==> src/include/mci_settings.svh <==
// Management controller sizes
`ifndef MCI_SETTINGS_SVH
`define MCI_SETTINGS_SVH

// Bus request address width
`define MCI_ADDR_W 16

// Data width of bus and SRAM
`define MCI_DATA_W 32

// Requester user ID width
`define MCI_USER_W 8

// SRAM depth in words
`define MCI_SRAM_WORDS 1024

// SRAM region starts here, registers sit below
`define MCI_SRAM_BASE 16'h8000

// Watchdog period in 32-bit words
`define MCI_WDT_DWORDS 2
`define MCI_WDT_PERIOD_W (`MCI_WDT_DWORDS * 32)

`endif

==> src/verilog/mci_pkg.sv <==
// Management controller types
`include "mci_settings.svh"

package mci_pkg;

    localparam int SRAM_AW   = $clog2(`MCI_SRAM_WORDS);
    localparam int REG_IDX_W = 4;

    // Address seen as an SRAM word
    typedef struct packed {
        logic                               region;
        logic [`MCI_ADDR_W-SRAM_AW-4:0]     rsvd;
        logic [SRAM_AW-1:0]                 word;
        logic [1:0]                         byte_off;
    } mci_sram_addr_t;

    // Address seen as a register
    typedef struct packed {
        logic                               region;
        logic [`MCI_ADDR_W-REG_IDX_W-4:0]   rsvd;
        logic [REG_IDX_W-1:0]               idx;
        logic [1:0]                         byte_off;
    } mci_reg_addr_t;

    // Region bit sits at the top in both views
    typedef union packed {
        mci_sram_addr_t sram;
        mci_reg_addr_t  regs;
    } mci_addr_u;

    typedef struct packed {
        logic                       write;
        mci_addr_u                  addr;
        logic [`MCI_DATA_W-1:0]     wdata;
        logic [`MCI_USER_W-1:0]     user;
    } mci_req_t;

    typedef struct packed {
        logic [`MCI_DATA_W-1:0]     rdata;
        logic                       err;
    } mci_resp_t;

    // External SRAM port
    typedef struct packed {
        logic                       cs;
        logic                       we;
        logic [SRAM_AW-1:0]         addr;
        logic [`MCI_DATA_W-1:0]     wdata;
    } mci_sram_req_t;

    typedef struct packed {
        logic                               timer1_en;
        logic                               timer2_en;
        logic                               timer1_restart;
        logic                               timer2_restart;
        logic [`MCI_WDT_DWORDS-1:0][31:0]   timer1_period;
        logic [`MCI_WDT_DWORDS-1:0][31:0]   timer2_period;
    } mci_wdt_ctrl_t;

    typedef enum logic [REG_IDX_W-1:0] {
        T1_EN,
        T1_CTRL,
        T1_PERIOD0,
        T1_PERIOD1,
        T2_EN,
        T2_CTRL,
        T2_PERIOD0,
        T2_PERIOD1,
        WDT_STATUS,
        EXEC_SIZE
    } mci_reg_idx_e;

endpackage

==> src/verilog/mci_bus_sub.sv <==
// Bus subordinate and target router

module mci_bus_sub (
    input  logic                clk,
    input  logic                rst_n,
    input  logic                req_valid,
    input  mci_pkg::mci_req_t   req,
    input  logic                reg_resp_valid,
    input  mci_pkg::mci_resp_t  reg_resp,
    input  logic                sram_resp_valid,
    input  mci_pkg::mci_resp_t  sram_resp,
    output logic                req_ready,
    output logic                resp_valid,
    output mci_pkg::mci_resp_t  resp,
    output logic                reg_valid,
    output logic                sram_valid,
    output mci_pkg::mci_req_t   fwd_req
);

    logic busy;
    logic tgt_sram;
    logic accept;

    // One request in flight at a time
    assign req_ready = !busy;
    assign accept    = req_valid && req_ready;

    // Strobes and busy flag
    always_ff @(posedge clk) begin
        if (!rst_n) begin
            busy       <= 1'b0;
            reg_valid  <= 1'b0;
            sram_valid <= 1'b0;
        end else begin
            // Region bit picks the target
            reg_valid  <= accept && !req.addr.sram.region;
            sram_valid <= accept && req.addr.sram.region;
            if (accept) begin
                busy <= 1'b1;
            end else if (resp_valid) begin
                busy <= 1'b0;
            end
        end
    end

    // Request payload, held until the next accept
    always_ff @(posedge clk) begin
        if (accept) begin
            fwd_req  <= req;
            tgt_sram <= req.addr.sram.region;
        end
    end

    // Only the addressed target may answer
    assign resp_valid = busy && (tgt_sram ? sram_resp_valid : reg_resp_valid);
    assign resp       = tgt_sram ? sram_resp : reg_resp;

endmodule

==> src/verilog/mci_sram_ctrl.sv <==
// SRAM access control
// Region permissions by user ID, fixed read latency
`include "mci_settings.svh"

module mci_sram_ctrl (
    input  logic                        clk,
    input  logic                        rst_n,
    input  logic                        sram_valid,
    input  mci_pkg::mci_req_t           fwd_req,
    input  logic [`MCI_DATA_W-1:0]      exec_size,
    input  logic                        exec_region_lock,
    input  logic [`MCI_USER_W-1:0]      strap_mcu_lsu_user,
    input  logic [`MCI_USER_W-1:0]      strap_mcu_ifu_user,
    input  logic [`MCI_USER_W-1:0]      strap_clp_user,
    input  logic [`MCI_DATA_W-1:0]      sram_rdata,
    output logic                        sram_resp_valid,
    output mci_pkg::mci_resp_t          sram_resp,
    output mci_pkg::mci_sram_req_t      sram_req
);

    logic                           is_mcu;
    logic                           is_clp;
    logic                           in_exec;
    logic                           allowed;
    logic                           sram_cs;
    logic                           sram_we;
    logic [mci_pkg::SRAM_AW-1:0]    sram_addr;
    logic [`MCI_DATA_W-1:0]         sram_wdata;
    logic                           rd_pend;
    logic                           imm_resp;
    logic                           imm_err;

    // Requester class from straps
    assign is_mcu = (fwd_req.user == strap_mcu_lsu_user) ||
                    (fwd_req.user == strap_mcu_ifu_user);
    assign is_clp = fwd_req.user == strap_clp_user;

    // Execution region covers words below exec_size
    assign in_exec = (`MCI_DATA_W)'(fwd_req.addr.sram.word) < exec_size;

    // Lock hands the execution region from CLP to MCU
    always_comb begin
        if (in_exec) begin
            allowed = exec_region_lock ? is_mcu : is_clp;
        end else begin
            allowed = is_mcu || is_clp;
        end
    end

    // Port enable and response sequencing
    always_ff @(posedge clk) begin
        if (!rst_n) begin
            sram_cs  <= 1'b0;
            sram_we  <= 1'b0;
            rd_pend  <= 1'b0;
            imm_resp <= 1'b0;
        end else begin
            sram_cs  <= sram_valid && allowed;
            sram_we  <= sram_valid && allowed && fwd_req.write;
            // Read data comes back one cycle after the enable
            rd_pend  <= sram_cs && !sram_we;
            // Writes and denials answer right away
            imm_resp <= sram_valid && !(allowed && !fwd_req.write);
        end
    end

    // Port payload
    always_ff @(posedge clk) begin
        if (sram_valid) begin
            sram_addr  <= fwd_req.addr.sram.word;
            sram_wdata <= fwd_req.wdata;
            imm_err    <= !allowed;
        end
    end

    assign sram_req = '{
        cs:    sram_cs,
        we:    sram_we,
        addr:  sram_addr,
        wdata: sram_wdata
    };

    assign sram_resp_valid = rd_pend || imm_resp;
    // Denied or write responses carry zero data
    assign sram_resp.rdata = rd_pend ? sram_rdata : '0;
    assign sram_resp.err   = imm_resp && imm_err;

endmodule

==> src/verilog/mci_reg_bank.sv <==
// Watchdog and SRAM control registers
`include "mci_settings.svh"

module mci_reg_bank (
    input  logic                        clk,
    input  logic                        rst_n,
    input  logic                        reg_valid,
    input  mci_pkg::mci_req_t           fwd_req,
    input  logic                        t1_timeout_p,
    input  logic                        t2_timeout_p,
    output logic                        reg_resp_valid,
    output mci_pkg::mci_resp_t          reg_resp,
    output mci_pkg::mci_wdt_ctrl_t      wdt_ctrl,
    output logic [`MCI_DATA_W-1:0]      exec_size,
    output logic [1:0]                  wdt_status
);

    mci_pkg::mci_reg_idx_e      idx;
    logic                       wr;
    logic [`MCI_DATA_W-1:0]     wdata;
    logic [`MCI_DATA_W-1:0]     rdata;
    logic                       hit;
    logic                       status_wr;

    assign idx       = mci_pkg::mci_reg_idx_e'(fwd_req.addr.regs.idx);
    assign wr        = reg_valid && fwd_req.write;
    assign wdata     = fwd_req.wdata;
    assign status_wr = wr && (idx == mci_pkg::WDT_STATUS);

    // Read mux
    always_comb begin
        rdata = '0;
        hit   = 1'b1;
        case (idx)
            mci_pkg::T1_EN:      rdata[0]   = wdt_ctrl.timer1_en;
            mci_pkg::T1_CTRL:    rdata[0]   = wdt_ctrl.timer1_restart;
            mci_pkg::T1_PERIOD0: rdata      = wdt_ctrl.timer1_period[0];
            mci_pkg::T1_PERIOD1: rdata      = wdt_ctrl.timer1_period[1];
            mci_pkg::T2_EN:      rdata[0]   = wdt_ctrl.timer2_en;
            mci_pkg::T2_CTRL:    rdata[0]   = wdt_ctrl.timer2_restart;
            mci_pkg::T2_PERIOD0: rdata      = wdt_ctrl.timer2_period[0];
            mci_pkg::T2_PERIOD1: rdata      = wdt_ctrl.timer2_period[1];
            mci_pkg::WDT_STATUS: rdata[1:0] = wdt_status;
            mci_pkg::EXEC_SIZE:  rdata      = exec_size;
            // Unmapped index
            default:             hit        = 1'b0;
        endcase
    end

    // Register writes
    always_ff @(posedge clk) begin
        if (!rst_n) begin
            wdt_ctrl       <= '0;
            exec_size      <= '0;
            wdt_status     <= '0;
            reg_resp_valid <= 1'b0;
        end else begin
            reg_resp_valid <= reg_valid;
            // Restart bits last a single cycle
            wdt_ctrl.timer1_restart <= wr && (idx == mci_pkg::T1_CTRL) && wdata[0];
            wdt_ctrl.timer2_restart <= wr && (idx == mci_pkg::T2_CTRL) && wdata[0];
            if (wr) begin
                case (idx)
                    mci_pkg::T1_EN:      wdt_ctrl.timer1_en        <= wdata[0];
                    mci_pkg::T1_PERIOD0: wdt_ctrl.timer1_period[0] <= wdata;
                    mci_pkg::T1_PERIOD1: wdt_ctrl.timer1_period[1] <= wdata;
                    mci_pkg::T2_EN:      wdt_ctrl.timer2_en        <= wdata[0];
                    mci_pkg::T2_PERIOD0: wdt_ctrl.timer2_period[0] <= wdata;
                    mci_pkg::T2_PERIOD1: wdt_ctrl.timer2_period[1] <= wdata;
                    mci_pkg::EXEC_SIZE:  exec_size                 <= wdata;
                    default: ;
                endcase
            end
            // Write one to clear, a new timeout wins
            wdt_status[0] <= t1_timeout_p || (wdt_status[0] && !(status_wr && wdata[0]));
            wdt_status[1] <= t2_timeout_p || (wdt_status[1] && !(status_wr && wdata[1]));
        end
    end

    // Response payload
    always_ff @(posedge clk) begin
        if (reg_valid) begin
            reg_resp.rdata <= (hit && !fwd_req.write) ? rdata : '0;
            reg_resp.err   <= !hit;
        end
    end

endmodule

==> src/verilog/mci_wdt.sv <==
// Two-timer watchdog with cascade
`include "mci_settings.svh"

module mci_wdt (
    input  logic                    clk,
    input  logic                    rst_n,
    input  mci_pkg::mci_wdt_ctrl_t  wdt_ctrl,
    output logic                    t1_timeout_p,
    output logic                    t2_timeout_p
);

    logic [1:0]                         run;
    logic [1:0]                         restart;
    logic [1:0]                         done;
    logic [1:0]                         hit;
    logic [1:0][`MCI_WDT_PERIOD_W-1:0]  period;

    assign period  = {wdt_ctrl.timer2_period, wdt_ctrl.timer1_period};
    assign restart = {wdt_ctrl.timer2_restart, wdt_ctrl.timer1_restart};

    // Timer 2 also runs in cascade once timer 1 has expired
    assign run[0] = wdt_ctrl.timer1_en;
    assign run[1] = wdt_ctrl.timer2_en || (!wdt_ctrl.timer2_en && done[0]);

    for (genvar i = 0; i < 2; i++) begin : g_timer
        logic [`MCI_WDT_PERIOD_W-1:0]   count;
        logic                           expired;

        // Single pulse when the count reaches the period
        assign hit[i]  = run[i] && !expired && (count == period[i]);
        assign done[i] = expired;

        always_ff @(posedge clk) begin
            if (!rst_n) begin
                count   <= '0;
                expired <= 1'b0;
            end else if (restart[i] || !run[i]) begin
                count   <= '0;
                expired <= 1'b0;
            end else if (hit[i]) begin
                // Hold here until restarted
                expired <= 1'b1;
            end else if (!expired) begin
                count <= count + 1'b1;
            end
        end
    end

    assign t1_timeout_p = hit[0];
    assign t2_timeout_p = hit[1];

endmodule

==> src/verilog/mci_top.sv <==
// Management controller top level
`include "mci_settings.svh"

module mci_top (
    input  logic                        clk,
    input  logic                        rst_n,
    input  logic                        req_valid,
    input  mci_pkg::mci_req_t           req,
    input  logic [`MCI_USER_W-1:0]      strap_mcu_lsu_user,
    input  logic [`MCI_USER_W-1:0]      strap_mcu_ifu_user,
    input  logic [`MCI_USER_W-1:0]      strap_clp_user,
    input  logic                        exec_region_lock,
    input  logic [`MCI_DATA_W-1:0]      sram_rdata,
    output logic                        req_ready,
    output logic                        resp_valid,
    output mci_pkg::mci_resp_t          resp,
    output mci_pkg::mci_sram_req_t      sram_req,
    output logic                        wdt_t1_timeout,
    output logic                        wdt_t2_timeout
);

    // Routed request
    logic                       reg_valid;
    logic                       sram_valid;
    mci_pkg::mci_req_t          fwd_req;

    // Target responses
    logic                       reg_resp_valid;
    mci_pkg::mci_resp_t         reg_resp;
    logic                       sram_resp_valid;
    mci_pkg::mci_resp_t         sram_resp;

    // Control from the register bank
    mci_pkg::mci_wdt_ctrl_t     wdt_ctrl;
    logic [`MCI_DATA_W-1:0]     exec_size;
    logic                       t1_timeout_p;
    logic                       t2_timeout_p;

    mci_bus_sub mci_bus_sub_i (
        .clk             (clk),
        .rst_n           (rst_n),
        .req_valid       (req_valid),
        .req             (req),
        .reg_resp_valid  (reg_resp_valid),
        .reg_resp        (reg_resp),
        .sram_resp_valid (sram_resp_valid),
        .sram_resp       (sram_resp),
        .req_ready       (req_ready),
        .resp_valid      (resp_valid),
        .resp            (resp),
        .reg_valid       (reg_valid),
        .sram_valid      (sram_valid),
        .fwd_req         (fwd_req)
    );

    // Status bits double as the timeout levels
    mci_reg_bank mci_reg_bank_i (
        .clk            (clk),
        .rst_n          (rst_n),
        .reg_valid      (reg_valid),
        .fwd_req        (fwd_req),
        .t1_timeout_p   (t1_timeout_p),
        .t2_timeout_p   (t2_timeout_p),
        .reg_resp_valid (reg_resp_valid),
        .reg_resp       (reg_resp),
        .wdt_ctrl       (wdt_ctrl),
        .exec_size      (exec_size),
        .wdt_status     ({wdt_t2_timeout, wdt_t1_timeout})
    );

    mci_sram_ctrl mci_sram_ctrl_i (
        .clk                (clk),
        .rst_n              (rst_n),
        .sram_valid         (sram_valid),
        .fwd_req            (fwd_req),
        .exec_size          (exec_size),
        .exec_region_lock   (exec_region_lock),
        .strap_mcu_lsu_user (strap_mcu_lsu_user),
        .strap_mcu_ifu_user (strap_mcu_ifu_user),
        .strap_clp_user     (strap_clp_user),
        .sram_rdata         (sram_rdata),
        .sram_resp_valid    (sram_resp_valid),
        .sram_resp          (sram_resp),
        .sram_req           (sram_req)
    );

    mci_wdt mci_wdt_i (
        .clk          (clk),
        .rst_n        (rst_n),
        .wdt_ctrl     (wdt_ctrl),
        .t1_timeout_p (t1_timeout_p),
        .t2_timeout_p (t2_timeout_p)
    );

endmodule

==> config.mk <==
export PLATFORM = sky130hd
export DESIGN_NAME = mci_top
export DESIGN_NICKNAME = d
export VERILOG_FILES = /design/src/verilog/mci_pkg.sv /design/src/verilog/mci_bus_sub.sv /design/src/verilog/mci_sram_ctrl.sv /design/src/verilog/mci_reg_bank.sv /design/src/verilog/mci_wdt.sv /design/src/verilog/mci_top.sv
export VERILOG_INCLUDE_DIRS = /design/src /design/src/include
export SDC_FILE = /design/constraint.sdc
export NUM_CORES = 1
export LEC_CHECK = 0
export ABC_AREA = 1
export BUFFER_PORTS_ARGS = -buffer_cell sky130_fd_sc_hd__buf_2
export CAP_MARGIN = 10
export CORE_MARGIN = 2
export CORE_UTILIZATION = 45
export CTS_CLUSTER_DIAMETER = 50
export CTS_CLUSTER_SIZE = 10
export DETAILED_ROUTE_END_ITERATION = 7
export MAX_ROUTING_LAYER = met4
export PLACE_DENSITY = 0.73
export SLEW_MARGIN = 20
export SYNTH_ARGS = -nofsm -noshare
export SYNTH_HDL_FRONTEND = slang
export SYNTH_SLANG_ARGS = --single-unit
export TNS_END_PERCENT = 100
==> constraint.sdc <==
create_clock -name clk -period 2.3 [get_ports clk]
set_input_delay 0.46 -clock clk [delete_from_list [all_inputs] [get_ports clk]]
set_output_delay 0.46 -clock clk [all_outputs]
set_load 0.1 [all_outputs]
Word-level counts from Yosys, hierarchy flattened
Cells that the tools add are included.

storage, ports and cells
  bits in registers = 434
  bits in latches = 0
  memory bits (writable) = 0
  ROM bits = 0
  input port bits = 117
  output and inout port bits = 81
  logic and storage cells = 127
  memories = 0

operators by class
  $add $sub $neg = 2
  $mul = 0
  div/mod/pow operators = 0
  magnitude comparators = 1
  eq/ne operators = 14
  shift-type cells = 0
  mux-type cells = 11
  bitwise logic cells = 5
  reduce and logical (&&, ||, !) cells = 62

operator list
  cell                   count
  $pmux 30 s5            1
  $add 64x1->64 const B  2
  $eq 64x64->1           2
  $mux 33                1
  $lt 10x32->1           1
  $mux 32                1
  $logic_and 1x1->1      26
  $eq 8x8->1             3
  $reduce_and 2->1       9
  $eq 4x3->1 const B     4
  $logic_not 1->1        14
  $pmux 1 s10            1
  $reduce_or 10->1       1
  $eq 4x2->1 const B     2
  $eq 4x4->1 const B     2
  $logic_or 1x1->1       8
  $mux 1                 6
  $pmux 1 s6             1
  $not 1->1              5
  $eq 4x1->1 const B     1
  $logic_not 4->1        1
  $reduce_or 2->1        2
  $reduce_bool 2->1      1

Logic depth before layout (Yosys ltp)
  depth after elaboration = 7
  mapped depth = 14
  gate-level depth less buffers = 14

Cells and area by module
A second synthesis with hierarchy kept.

second synthesis, totals
  cell total of the unflattened synthesis = 3,602
  area, all modules = 24,155.7 um^2

modules (own cells, without submodules)
  module         times used  cells each  area an instance (um^2)  sequential area each (um^2)
  mci_wdt        1           2,139       11,333.4                 2,602.5
  mci_reg_bank   1           1,036       8,137.8                  4,334.2
  mci_sram_ctrl  1           246         2,357.3                  1,371.3
  mci_bus_sub    1           181         2,327.2                  1,771.7

Worst setup path after synthesis
Ideal clock, no wire load.

  path kind = flip-flop to flip-flop
  from = register mci_bus_sub_i.busy
  to = register mci_bus_sub_i.fwd_req[0] (netlist name)
  setup time = 407 ps
  data arrival time = 2,128 ps
  required time = 1,893 ps
  slack = -235 ps
  cell stages (with the launch flop) = 4
  buffers on the path = 0
  clock period less this slack = 2,535 ps
  cells stage by stage = dfxtp_1 > inv_1 > nand2_1 > inv_1

between the ends
  word-level cells in the longest chain between the ends = 2

ends and longest elaborated chain
  element                         line               source
  from (decl)                     mci_bus_sub.sv:20  logic busy;
  from (signal assigned)          mci_bus_sub.sv:31  busy <= 1'b0;
  from (signal assigned)          mci_bus_sub.sv:39  busy <= 1'b1;
  from (signal assigned)          mci_bus_sub.sv:41  busy <= 1'b0;
  $logic_not 1->1                 mci_bus_sub.sv:25  assign req_ready = !busy;
  named net req_ready             mci_top.sv:14      output logic req_ready,
  $logic_and 1x1->1               mci_bus_sub.sv:26  assign accept = req_valid && req_ready;
  named net mci_bus_sub_i.accept  mci_bus_sub.sv:22  logic accept;

The timed path passes the listed nets, and every way through them passes these cells.
A chain may end at the register's enable or synchronous reset.

==> results.json <==
{
  "status": "complete, but fails checks",
  "failed_checks": "setup timing",
  "syn2layout_area_growth_pct": 21.95,
  "use_met2": 0.4855,
  "power.density_nw_per_um2": 628.0,
  "gp_congestion": 1.018,
  "grt_max_degree": 143,
  "die_h_um": 227.8,
  "cts_buffers": 55,
  "whs_ps": 7.375,
  "ys_warn_count": 0,
  "power_frac_clock": 0.475,
  "drt.antenna.violating_nets": 0,
  "reg2reg_depth": 12,
  "die_x_um": 227.8,
  "ys_top_cells_by_area": "dfxtp_1 27%, edfxtp_1 17%, nand2_1 15%, a21oi_1 7.3%, nand3_1 5.6%",
  "rsz0062_at_grt": "yes",
  "post-route-min-period_ps": 2412,
  "vdd_drop_max_v": 0.0006216,
  "overflow": 0,
  "cts_sinks": 432,
  "endpoint_kind": "output port",
  "fin_crit_sh": 1.049,
  "seqPwrFrac": 0.469,
  "clk_pin_slew_ps": 50,
  "finalMaxSlewViolations": 0,
  "p_int_w": 0.01306,
  "hp-start": "req[39]",
  "ys_async_sr_fraction": 0,
  "first_global_vias": 20850,
  "grt_use_total": 0.3084,
  "seq_area_sq_um": 9932,
  "cts_tree": "done",
  "path_cells": "inv_4 -> buf_12 -> buf_16 -> buf_12 -> nand2_4 -> nand2_4 -> buf_12",
  "crit_fanout": 7,
  "ys_ff_latch": 432,
  "yosysSeqAreaShare": 0.4405,
  "netlist.area_leader.share": 0.2700,
  "drive_above_1_share": 0.1372,
  "finalSetupViolations": 25,
  "portBuffers": 192,
  "drc": 0,
  "cp_slowest_stage_delay_ps": 470,
  "n_antenna_cell": 0,
  "synthTopCellsByCount": "908 x nand2_1, 333 x nor2_1, 330 x a21oi_1, 304 x dfxtp_1, 301 x inv_1",
  "clkLatencyLatePin_ps": 630,
  "cp_slowest_cell": "edfxtp_1",
  "synthDistinctLibCells": 35,
  "synth_nets": 3301,
  "cts_root_buf": "clkbuf_16",
  "combPwrFrac": 0.056,
  "wire_per_inst_um": 19.65,
  "wl_mm": 80.66,
  "crit_type": "reg2out",
  "drt-pass1-iter-count": 7,
  "rows": 82,
  "dieArea_sq_um": 51900,
  "netlist_area_sq_um": 22540,
  "synth_edf_count": 128,
  "finalClockSkew_ps": 36.26,
  "ios": 198,
  "final.setup.worst_slack_ps": -112.5,
  "hold_viol": 0,
  "p_sw_frac": 0.2436,
  "worst_slew_pin_slew_ps": 759.7,
  "fmax_ghz": 0.4145,
  "ys.flop_type": "dfxtp_1",
  "antenna_found_initial": 0,
  "grt_first_pass_wirelength_mm": 121.0,
  "maxSlewHeadroom": 0.4936,
  "power_switching_w": 0.004205,
  "arrival_ps": 1950,
  "start_util": 0.4530,
  "crit_top_cell": "buf_12",
  "multi_input_comb_area_sq_um": 11170,
  "fill_cells": 4645,
  "vias": 22450,
  "clockBufferDepth": 3,
  "viasPerCell": 5.467,
  "dp_hpwl_mm": 59.23,
  "startpoint_type": "flop",
  "synth.most_common_cell": "nand2_1",
  "drt-initial-drc-count": 2486,
  "endpoint": "resp[22]",
  "reg2reg_setup_slack_ps": 110,
  "fin_nets": 3524,
  "grt.met1_usage": 0.3925,
  "use_met3": 0.03813,
  "hold_path_class": "in2reg",
  "synth_cells": 3173,
  "h-tree-depth": 2,
  "busiest_layer": "met2",
  "maxCapViolCount": 0,
  "reg2reg_from": "mci_wdt_i.g_timer[1].count[5]",
  "cp-startpoint": "mci_bus_sub_i.tgt_sram",
  "cp.required_ps": 1840,
  "yosys.area.top_type": "dfxtp_1",
  "core_sq_um": 49760,
  "timing.rr.end": "mci_wdt_i.g_timer[1].count[61]",
  "leakage_nw": 9.638,
  "final_core_util": 0.5524,
  "syn_avg_cell_area_sq_um": 7.104
}
cells by family after synthesis:
| family | count (synthesis) | synth area share |
|---|---|---|
| and+or+nand+nor | 1571 | 0.2853 |
| AOI/OAI and AO/OA | 567 | 0.1334 |
| buffers and inverters | 455 | 0.08149 |
| DFF | 432 | 0.4405 |
| xor gates and xnor gates | 137 | 0.05323 |
| adders and majority gates | 11 | 0.006106 |
registers in the layout, summed over array words and instances (netlist names), 2 cells and up:
signal,flops
mci_reg_bank_i.wdt_ctrl,132
mci_wdt_i.g_timer.count,128
mci_bus_sub_i.fwd_req,51
mci_reg_bank_i.reg_resp,33
mci_reg_bank_i.exec_size,32
mci_sram_ctrl_i.sram_wdata,32
mci_sram_ctrl_i.sram_addr,10
mci_reg_bank_i.wdt_status,2
mci_wdt_i.g_timer.expired,2
cell type report:
class / count / area share
multi-input combinational: 2286 / 0.4064
clock inverter: 11 / 0.003869
inverter: 310 / 0.04269
tap: 672 / 0.03059
clock buffer: 84 / 0.05817
timing repair buffer: 311 / 0.09695
sequential: 432 / 0.3613
worst min path at each step:
| stage | to | slack [ps] | depth (start not counted) |
|---|---|---|---|
| after floorplan | mci_sram_ctrl_i.rd_pend | 390 | 1 |
| after global placement | mci_sram_ctrl_i.rd_pend | 390 | 1 |
| after detailed placement | mci_sram_ctrl_i.rd_pend | 400 | 1 |
| after CTS | mci_bus_sub_i.fwd_req[39] | 0.3 | 1 |
| after global routing | mci_bus_sub_i.fwd_req[39] | 6 | 1 |
| final | mci_bus_sub_i.fwd_req[39] | 7 | 1 |
metal layers:
layer | vias to the layer above | routed length [um]
met5 | - | 0
met4 | 0 | 4553
met3 | 213 | 6544
met2 | 994 | 36980
met1 | 10450 | 32580
li1 | 10790 | -
cells in the final DEF (no fill, tap or decap), types with 6 or more instances in the layout:
master / n
xnor2_1: 33
o21ai_0: 169
nor2_1: 333
xor2_1: 104
edfxtp_1: 128
nand2_4: 47
buf_12: 50
a221oi_1: 31
or2_2: 8
nand3_1: 248
nand3_2: 6
nor3_1: 12
a21oi_1: 330
nand3b_1: 8
dfxtp_1: 302
nand2_1: 855
clkbuf_1: 21
ha_1: 11
dlygate4sd3_1: 7
nand2_2: 11
inv_1: 295
nand4_1: 34
clkbuf_16: 59
o22ai_1: 32
buf_4: 89
buf_2: 157
inv_2: 10
stage by stage:
step / std cells / setup WS (ps) / total power [W] / instance area, sq um / setup TNS, ps
2_1_floorplan: 3173 / 154.3 / 0.008707 / 22540 / 0
3_3_place_gp: 3996 / 174.9 / 0.009056 / 24670 / 0
3_5_place_dp: 3996 / 155.2 / 0.009068 / 24670 / 0
4_1_cts: 4103 / -101.6 / 0.01727 / 27040 / -531.9
5_1_grt: 4106 / -144.7 / 0.01772 / 27490 / -1825
6_report: 4106 / -112.5 / 0.01726 / 27490 / -832.2
what timing repair did:
item | CTS | global route
buffers inserted | 3 | 2
cloned | 2 | 1
endpoints found under the setup margin | 33 | 45
hold endpoints to repair | 7 | 0
gates resized for setup | 143 | 94
hold buffers | 7 | 0
pin swaps | 16 | 12
power by group through the flow:
stage               sequential [W]  clock (W)  combinational, W
detailed placement         0.00826          0          0.000812
global route               0.00811    0.00860           0.00101
global placement           0.00825          0          0.000802
CTS                        0.00810    0.00827          0.000903
floorplan                  0.00831          0          0.000396
finish                     0.00810    0.00820          0.000959
critical path, delay by kind of cell (launching register included):
family	cells	cell delay [ps]
buffers and inverters	5	740
DFF	1	470
and+or+nand+nor	2	100
Power figures use the tool's default switching activity.
